===== src/rtl/map_pkg.sv =====
`default_nettype none

package map_pkg;

	typedef struct packed {
		logic [15:0] cpu_addr;
		logic [7:0]  cpu_data;
		logic        cpu_we;    // one cycle per cpu write.
		logic [13:0] ppu_addr;
	} cpu_bus_t;

	typedef struct packed {
		logic [18:0] prg_addr;  // byte address into prg rom.
		logic [16:0] chr_addr;
		logic        ciram_a10;
		logic        chr_ce;
	} map_out_t;

	localparam logic [7:0] MAP_NOM = 8'd0;
	localparam logic [7:0] MAP_001 = 8'd1;
	localparam logic [7:0] MAP_002 = 8'd2;
	localparam logic [7:0] MAP_066 = 8'd66;

	localparam logic [15:0] ROM_BASE = 16'h8000;  // mapper registers from here up.
	localparam logic [13:0] NT_BASE  = 14'h2000;  // ppu nametables start here.

	// cpu write into the register window.
	function automatic logic rom_wr(cpu_bus_t b);
		return b.cpu_we && (b.cpu_addr >= ROM_BASE);
	endfunction

	function automatic logic chr_sel(logic [13:0] pa);
		return pa < NT_BASE;
	endfunction

	// hardwired mirroring, vertical takes a10, horizontal a11.
	function automatic logic nt_a10(logic [13:0] pa, logic mir_v);
		return mir_v ? pa[10] : pa[11];
	endfunction

endpackage

`default_nettype wire


===== src/rtl/cfg_pkg.sv =====
`default_nettype none

package cfg_pkg;

	// one word, set by the host before the console starts.
	typedef struct packed {
		logic [7:0] map_idx;
		logic       mirror_v;  // 1 = vertical.
		logic [4:0] prg_mask;  // 16 KB banks minus one.
	} sys_cfg_t;

	typedef struct packed {
		logic        psel;
		logic        penable;
		logic        pwrite;
		logic [3:0]  paddr;
		logic [31:0] pwdata;
	} apb_req_t;

	typedef struct packed {
		logic [31:0] prdata;
		logic        pready;
		logic        pslverr;
	} apb_rsp_t;

	// register byte offsets.
	localparam logic [3:0] REG_MAP_IDX = 4'h0;
	localparam logic [3:0] REG_FLAGS   = 4'h4;

endpackage

`default_nettype wire

===== src/rtl/cart_top.sv =====
`default_nettype none

module cart_top (
	input  logic              clk,
	input  logic              rst,
	input  cfg_pkg::apb_req_t apb_req,
	output cfg_pkg::apb_rsp_t apb_rsp,
	input  map_pkg::cpu_bus_t bus,
	output map_pkg::map_out_t map_out
);
	import cfg_pkg::*;

	sys_cfg_t sys_cfg;

	cfg_regs cfg0 (
		.clk     (clk),
		.rst     (rst),
		.apb_req (apb_req),
		.apb_rsp (apb_rsp),
		.sys_cfg (sys_cfg)
	);

	map_hub hub0 (
		.clk     (clk),
		.rst     (rst),
		.bus     (bus),
		.sys_cfg (sys_cfg),
		.map_out (map_out)
	);

endmodule

`default_nettype wire


===== src/rtl/map_hub.sv =====
`default_nettype none

module map_hub (
	input  logic              clk,
	input  logic              rst,
	input  map_pkg::cpu_bus_t bus,
	input  cfg_pkg::sys_cfg_t sys_cfg,
	output map_pkg::map_out_t map_out
);
	import map_pkg::*;

	map_out_t out_nom;
	map_out_t out_001;
	map_out_t out_002;
	map_out_t out_066;

	// every mapper sees every bus cycle.
	map_nom mnom (.clk(clk), .rst(rst), .bus(bus), .sys_cfg(sys_cfg), .map_out(out_nom));
	map_001 m001 (.clk(clk), .rst(rst), .bus(bus), .sys_cfg(sys_cfg), .map_out(out_001));
	map_002 m002 (.clk(clk), .rst(rst), .bus(bus), .sys_cfg(sys_cfg), .map_out(out_002));
	map_066 m066 (.clk(clk), .rst(rst), .bus(bus), .sys_cfg(sys_cfg), .map_out(out_066));

	always_comb begin
		case (sys_cfg.map_idx)
			MAP_NOM: map_out = out_nom;
			MAP_001: map_out = out_001;
			MAP_002: map_out = out_002;
			MAP_066: map_out = out_066;
			default: map_out = out_nom;  // unknown mapper.
		endcase
	end

endmodule

`default_nettype wire


===== src/rtl/map_001.sv =====
`default_nettype none

module map_001 (
	input  logic              clk,
	input  logic              rst,
	input  map_pkg::cpu_bus_t bus,
	input  cfg_pkg::sys_cfg_t sys_cfg,
	output map_pkg::map_out_t map_out
);
	import map_pkg::*;

	logic [4:0] sr_q;
	logic [2:0] cnt_q;
	logic [4:0] sr_next;
	logic [4:0] ctrl_q;
	logic [4:0] chr0_q;
	logic [4:0] chr1_q;
	logic [3:0] prg_q;
	logic [4:0] prg_bank;
	logic [4:0] chr_bank;

	assign sr_next = {bus.cpu_data[0], sr_q[4:1]};  // lsb first.

	always_ff @(posedge clk) begin
		if (rst) begin
			sr_q   <= '0;
			cnt_q  <= '0;
			ctrl_q <= 5'h0c;
			chr0_q <= '0;
			chr1_q <= '0;
			prg_q  <= '0;
		end else if (rom_wr(bus)) begin
			if (bus.cpu_data[7]) begin
				sr_q   <= '0;
				cnt_q  <= '0;
				ctrl_q <= ctrl_q | 5'h0c;
			end else if (cnt_q == 3'd4) begin
				// fifth write commits, a14:a13 picks the target.
				case (bus.cpu_addr[14:13])
					2'd0: ctrl_q <= sr_next;
					2'd1: chr0_q <= sr_next;
					2'd2: chr1_q <= sr_next;
					default: prg_q <= sr_next[3:0];  // bit 4 is wram enable.
				endcase
				sr_q  <= '0;
				cnt_q <= '0;
			end else begin
				sr_q  <= sr_next;
				cnt_q <= cnt_q + 3'd1;
			end
		end
	end

	always_comb begin
		case (ctrl_q[3:2])
			2'd0, 2'd1: prg_bank = {1'b0, prg_q[3:1], bus.cpu_addr[14]};
			2'd2: prg_bank = bus.cpu_addr[14] ? {1'b0, prg_q} : 5'd0;
			default: prg_bank = bus.cpu_addr[14] ? sys_cfg.prg_mask : {1'b0, prg_q};
		endcase

		// 4 KB units.
		if (ctrl_q[4]) begin
			chr_bank = bus.ppu_addr[12] ? chr1_q : chr0_q;
		end else begin
			chr_bank = {chr0_q[4:1], bus.ppu_addr[12]};
		end

		map_out.prg_addr = {prg_bank & sys_cfg.prg_mask, bus.cpu_addr[13:0]};
		map_out.chr_addr = {chr_bank, bus.ppu_addr[11:0]};
		map_out.chr_ce   = chr_sel(bus.ppu_addr);

		case (ctrl_q[1:0])
			2'd0: map_out.ciram_a10 = 1'b0;  // one screen low.
			2'd1: map_out.ciram_a10 = 1'b1;
			2'd2: map_out.ciram_a10 = bus.ppu_addr[10];
			default: map_out.ciram_a10 = bus.ppu_addr[11];
		endcase
	end

endmodule

`default_nettype wire


===== src/rtl/map_066.sv =====
`default_nettype none

module map_066 (
	input  logic              clk,
	input  logic              rst,
	input  map_pkg::cpu_bus_t bus,
	input  cfg_pkg::sys_cfg_t sys_cfg,
	output map_pkg::map_out_t map_out
);
	import map_pkg::*;

	logic [1:0] prg_q;  // 32 KB bank.
	logic [1:0] chr_q;  // 8 KB bank.

	// one register carries both banks.
	always_ff @(posedge clk) begin
		if (rst) begin
			prg_q <= '0;
			chr_q <= '0;
		end else if (rom_wr(bus)) begin
			prg_q <= bus.cpu_data[5:4];
			chr_q <= bus.cpu_data[1:0];
		end
	end

	always_comb begin
		map_out.prg_addr  = {2'd0, prg_q, bus.cpu_addr[14:0]};
		map_out.chr_addr  = {2'd0, chr_q, bus.ppu_addr[12:0]};
		map_out.ciram_a10 = nt_a10(bus.ppu_addr, sys_cfg.mirror_v);
		map_out.chr_ce    = chr_sel(bus.ppu_addr);
	end

endmodule

`default_nettype wire


===== src/rtl/map_002.sv =====
`default_nettype none

module map_002 (
	input  logic              clk,
	input  logic              rst,
	input  map_pkg::cpu_bus_t bus,
	input  cfg_pkg::sys_cfg_t sys_cfg,
	output map_pkg::map_out_t map_out
);
	import map_pkg::*;

	logic [3:0] bank_q;
	logic [4:0] prg_bank;

	always_ff @(posedge clk) begin
		if (rst) begin
			bank_q <= '0;
		end else if (rom_wr(bus)) begin
			bank_q <= bus.cpu_data[3:0];
		end
	end

	// upper window pinned to the last bank.
	assign prg_bank = bus.cpu_addr[14] ? sys_cfg.prg_mask :
	                  ({1'b0, bank_q} & sys_cfg.prg_mask);

	always_comb begin
		map_out.prg_addr  = {prg_bank, bus.cpu_addr[13:0]};
		map_out.chr_addr  = {4'd0, bus.ppu_addr[12:0]};  // chr ram, unbanked.
		map_out.ciram_a10 = nt_a10(bus.ppu_addr, sys_cfg.mirror_v);
		map_out.chr_ce    = chr_sel(bus.ppu_addr);
	end

endmodule

`default_nettype wire


===== src/rtl/map_nom.sv =====
`default_nettype none

module map_nom (
	input  logic              clk,
	input  logic              rst,
	input  map_pkg::cpu_bus_t bus,
	input  cfg_pkg::sys_cfg_t sys_cfg,
	output map_pkg::map_out_t map_out
);
	import map_pkg::*;

	logic [4:0] prg_bank;

	// 16 KB carts mirror the upper half onto the lower.
	assign prg_bank = {4'd0, bus.cpu_addr[14]} & sys_cfg.prg_mask;

	always_comb begin
		map_out.prg_addr  = {prg_bank, bus.cpu_addr[13:0]};
		map_out.chr_addr  = {4'd0, bus.ppu_addr[12:0]};
		map_out.ciram_a10 = nt_a10(bus.ppu_addr, sys_cfg.mirror_v);
		map_out.chr_ce    = chr_sel(bus.ppu_addr);
	end

endmodule

`default_nettype wire


===== src/rtl/cfg_regs.sv =====
`default_nettype none

module cfg_regs (
	input  logic              clk,
	input  logic              rst,
	input  cfg_pkg::apb_req_t apb_req,
	output cfg_pkg::apb_rsp_t apb_rsp,
	output cfg_pkg::sys_cfg_t sys_cfg
);
	import cfg_pkg::*;

	sys_cfg_t cfg_q;
	logic     access;
	logic     addr_ok;

	assign access  = apb_req.psel & apb_req.penable;
	assign addr_ok = (apb_req.paddr == REG_MAP_IDX) || (apb_req.paddr == REG_FLAGS);

	always_ff @(posedge clk) begin
		if (rst) begin
			cfg_q <= '0;
		end else if (access && apb_req.pwrite && addr_ok) begin
			if (apb_req.paddr == REG_MAP_IDX) begin
				cfg_q.map_idx <= apb_req.pwdata[7:0];
			end else begin
				cfg_q.mirror_v <= apb_req.pwdata[0];
				cfg_q.prg_mask <= apb_req.pwdata[12:8];  // flags layout.
			end
		end
	end

	always_comb begin
		apb_rsp.pready  = 1'b1;  // never waits.
		apb_rsp.pslverr = access & ~addr_ok;
		case (apb_req.paddr)
			REG_MAP_IDX: begin
				apb_rsp.prdata = {24'd0, cfg_q.map_idx};
			end
			REG_FLAGS: begin
				apb_rsp.prdata = {19'd0, cfg_q.prg_mask, 7'd0, cfg_q.mirror_v};
			end
			default: begin
				apb_rsp.prdata = '0;
			end
		endcase
	end

	// new config seen by the mappers the cycle after the write.
	assign sys_cfg = cfg_q;

endmodule

`default_nettype wire


===== config.mk =====
export PLATFORM = sky130hd
export DESIGN_NAME = cart_top
export DESIGN_NICKNAME = d
export VERILOG_FILES = /design/src/rtl/map_pkg.sv /design/src/rtl/cfg_pkg.sv /design/src/rtl/cart_top.sv /design/src/rtl/map_hub.sv /design/src/rtl/map_001.sv /design/src/rtl/map_066.sv /design/src/rtl/map_002.sv /design/src/rtl/map_nom.sv /design/src/rtl/cfg_regs.sv
export SDC_FILE = /design/constraint.sdc
export NUM_CORES = 1
export LEC_CHECK = 0
export CAP_MARGIN = 20
export CORE_AREA = 2 2 107 109
export DETAILED_ROUTE_END_ITERATION = 10
export DIE_AREA = 0 0 109 111
export DONT_BUFFER_PORTS = 1
export HOLD_SLACK_MARGIN = 0.05
export SKIP_LAST_GASP = 1
export SYNTH_ARGS = -nofsm -noshare
export SYNTH_HDL_FRONTEND = slang
export SYNTH_HIERARCHICAL = 1
export SYNTH_SLANG_ARGS = --single-unit

===== constraint.sdc =====
create_clock -name clk -period 2.1 [get_ports clk]
set_input_delay 0.42 -clock clk [delete_from_list [all_inputs] [get_ports clk]]
set_output_delay 0.42 -clock clk [all_outputs]
set_load 0.02 [all_outputs]

==> impl_metrics.json <==
{
  "outcome": "finished with violations",
  "violations": "setup timing",
  "crit_path_max_incr_delay_ns": 0.38,
  "hold_violations": 0,
  "ff_latch_area_um2": 978,
  "pwr-share-comb_pct": 15.5,
  "r2r_cells": 5,
  "num_vias": 3538,
  "cts_tree": "built",
  "grtUsageTotal_pct": 16.4,
  "syn-instance-count": 577,
  "yosysSeqAreaShare_pct": 19.9,
  "syn_area_mm2": 0.00482,
  "gp_congestion": 0.827,
  "leakage_nw": 1.94,
  "p_switching_w": 0.000513,
  "nets": 592,
  "swShare_pct": 24.0,
  "clockPowerShare_pct": 41.3,
  "synth.most_common_cell": "buf_4",
  "antenna_found_initial": 0,
  "min_to": "hub0/m066/chr_q[1]$_SDFFE_PP0P_",
  "place_ws_ns": 0.0797,
  "hp-start": "rst",
  "ys_types": 60,
  "antenna_left": 0,
  "wl_mm": 10.6,
  "max_freq_mhz": 447,
  "grt_pass1_vias": 3318,
  "port-buffer-count": 0,
  "clk_path_buf_depth": 2,
  "dr.pass1.iters": 4,
  "dp_hpwl_mm": 7.13,
  "num_rows": 39,
  "syn_avg_cell_area_um2": 8.36,
  "cp-start-kind": "register",
  "fp.dieH_um": 111,
  "drc": 0,
  "worstPathCellList": "nor3b_4, o211ai_1, buf_4, clkbuf_16, a221oi_1, nor2_1, buf_4",
  "grt_pass1_wl_mm": 16.0,
  "synth_top_area_cell": "buf_4",
  "r2r-start": "hub0/m001/cnt_q[0]$_SDFFE_PP0P_",
  "skew_ns": 0.00445,
  "grt_max_degree": 52,
  "synth_top_flop_cell": "dfxtp_1",
  "ys_warn_count": 6,
  "fin_util_pct": 44.8,
  "crit_fanout": 5,
  "setup_viol": 36,
  "min_period_ns": 2.24,
  "via_per_inst": 5.41,
  "cp_top_family": "buffers and inverters",
  "crit_type": "reg -> out",
  "num-fill-cells": 1073,
  "min_delay_path_depth": 1,
  "synthTopCellsByCount": "149 x buf_4, 48 x dfxtp_1, 43 x mux2i_1",
  "core_mm2": 0.0111,
  "ys_ff_latch": 48,
  "r2r_slack_ns": 0.56,
  "dr.first_iter.drc_count": 203,
  "clk_pin_slew_worst_paths_ns": 0.06,
  "ys_async_sr_fraction_pct": 0,
  "ios": 152,
  "die_width_um": 109,
  "cts-root-buf": "clkbuf_16",
  "clkLatencyLatePin_ns": 0.29,
  "cpMostUsedCell": "buf_4",
  "crit_path_end_kind": "output pin",
  "max-cap-violations": 0,
  "cp_num_cells": 7,
  "internal_power_w": 0.00163,
  "rr_endpoint": "hub0/m001/chr1_q[2]$_SDFFE_PP0P_",
  "fin_crit_sh_pct": 107,
  "synth_top_area_share_pct": 23.2,
  "min_path_type": "in -> reg",
  "drt-wirelength-per-cell_um": 16.2,
  "drv_slew": 0,
  "diodes": 0,
  "cts_max_level": 2,
  "dieArea_mm2": 0.0121,
  "cp.required_ns": 1.68,
  "cp_slowest_cell": "dfxtp_4",
  "grt_remaining_overflow": 0,
  "clkSinkCount": 48,
  "crit_buf_inv": 3,
  "drive_gt1_share_pct": 30.5,
  "seq_power_share_pct": 43.2,
  "crit_arrival_ns": 1.82,
  "synthTopCellsByArea": "buf_4 23%, dfxtp_1 20%, mux2i_1 8.9%",
  "vdd_ir_drop_max_uv": 288,
  "cts_buffers": 5,
  "setup_ws_ns": -0.138,
  "synth_edf_count": 0,
  "floorplan.initialDensity_pct": 43.5,
  "area_delta_synth_final_pct": 2.93,
  "crit_start": "cfg0/sys_cfg[6]$_SDFFE_PP0P_",
  "rsz0062_at_grt": "yes",
  "p_per_area_mw_per_mm2": 431,
  "multi_input_area_mm2": 0.00288
}
==> worst max path at each step <==
stage,end,slack (ns)
after floorplan,map_out[10],0.06
after CTS,map_out[36],-0.12
after detailed placement,map_out[31],0.08
after global placement,map_out[33],0.10
after global routing,map_out[25],-0.21
final,map_out[25],-0.14
==> logic make-up (layout without fill, tap and decap cells) <==
group | Yosys count | count (layout) | share of synthesized area [%]
buffers and inverters | 183 | 86 | 27.2
and+or+nand+nor | 150 | 150 | 19.8
DFF | 48 | 48 | 19.9
adders and majority gates | 2 | 2 | 0.519
AOI/OAI and AO/OA | 139 | 139 | 21.5
other | 5 | 36 | 0.389
muxes | 50 | 50 | 10.6
==> power groups by stage <==
stage	sequential, W	clock, W	combinational, W
5_1_grt	0.000924	0.000955	0.000361
2_1_floorplan	0.000945	0	0.000432
4_1_cts	0.000925	0.000915	0.000301
3_5_place_dp	0.000947	0	0.000297
6_report	0.000924	0.000885	0.000332
3_3_place_gp	0.000947	0	0.000292
==> cell type report <==
class,count,area share (%)
clock buffers,6,2.60
clock inverters,2,0.706
inverters,9,0.681
multi-input cells,377,57.9
well taps,143,3.61
repair buffers,69,14.8
flip-flops and latches,48,19.7
==> state kept, by name (all words and copies together), names as in the netlist <==
register / cells
cfg0/sys_cfg: 14
hub0/m001/chr0_q: 5
hub0/m001/chr1_q: 5
hub0/m001/cnt_q: 3
hub0/m001/ctrl_q: 5
hub0/m001/prg_q: 4
hub0/m001/sr_q: 4
hub0/m002/bank_q: 4
hub0/m066/chr_q: 2
hub0/m066/prg_q: 2
==> worst register-to-register path: stages (launching register included) <==
cell     delay (ns)
dfxtp_1        0.33
inv_1          0.06
ha_1           0.31
nand2_2        0.19
nor4b_4        0.37
mux2i_1        0.22
==> layout by cell type (no fill, tap or decap), types with 4 or more instances in the layout <==
master     Yosys  routed
o21ai_0       26       6
a221oi_2       5      10
nand3_1       11      11
o21ai_4        0       4
a31o_1         5       5
a22oi_2        0      20
and2_2         7       7
a21oi_1       17      17
buf_4        149      47
a32oi_1        5       5
a21boi_1       4       4
nor3_1         8       8
dfxtp_1       48      40
nand2b_1      34      34
and2_1        10       9
mux2_2         6       6
o21ai_1        5      18
buf_6          5       9
nand2_1       22      22
a21bo_1        8       8
conb_1         5      36
a22oi_1       27       7
buf_12         1       8
mux2i_1       43      43
inv_1          8       8
a22o_1        13      13
clkbuf_16      0       8
nor2_1        33      33
nor4b_4        4       4
dfxtp_2        0       5
o21a_1         4       4
==> what timing repair did <==
| action | in CTS | in global routing |
|---|---|---|
| gates cloned | 1 | 6 |
| setup endpoints to repair | 38 | 38 |
| resized for setup | 31 | 62 |
| pin swaps | 9 | 19 |
| setup buffers | 7 | 4 |
| hold endpoints to repair | 0 | 0 |
| hold buffers | 0 | 0 |
==> layer usage <==
| layer | wire, µm | share of wire (%) | global-route usage (%) | vias up |
|---|---|---|---|---|
| met5 | 0 | 0 | 0 | - |
| met4 | 332 | 3.1 | 6.75 | 0 |
| met3 | 613 | 5.8 | 3.94 | 19 |
| met2 | 5240 | 49 | 27.6 | 89 |
| met1 | 4410 | 42 | 19.7 | 1684 |
| li1 | - | - | - | 1746 |
==> stage by stage <==
stage	power, W	cells	instance area, µm²	setup TNS (ns)	hold slack (ns)
after detailed placement	0.00124	629	4310	0	0.454
after global placement	0.00124	629	4310	0	0.442
after global routing	0.00224	654	4960	-5.77	0.185
after floorplan	0.00138	608	4940	0	0.432
after CTS	0.00214	644	4620	-3.18	0.193
final	0.00214	654	4960	-2.30	0.199
No activity file was read; power rests on OpenSTA's default activity.
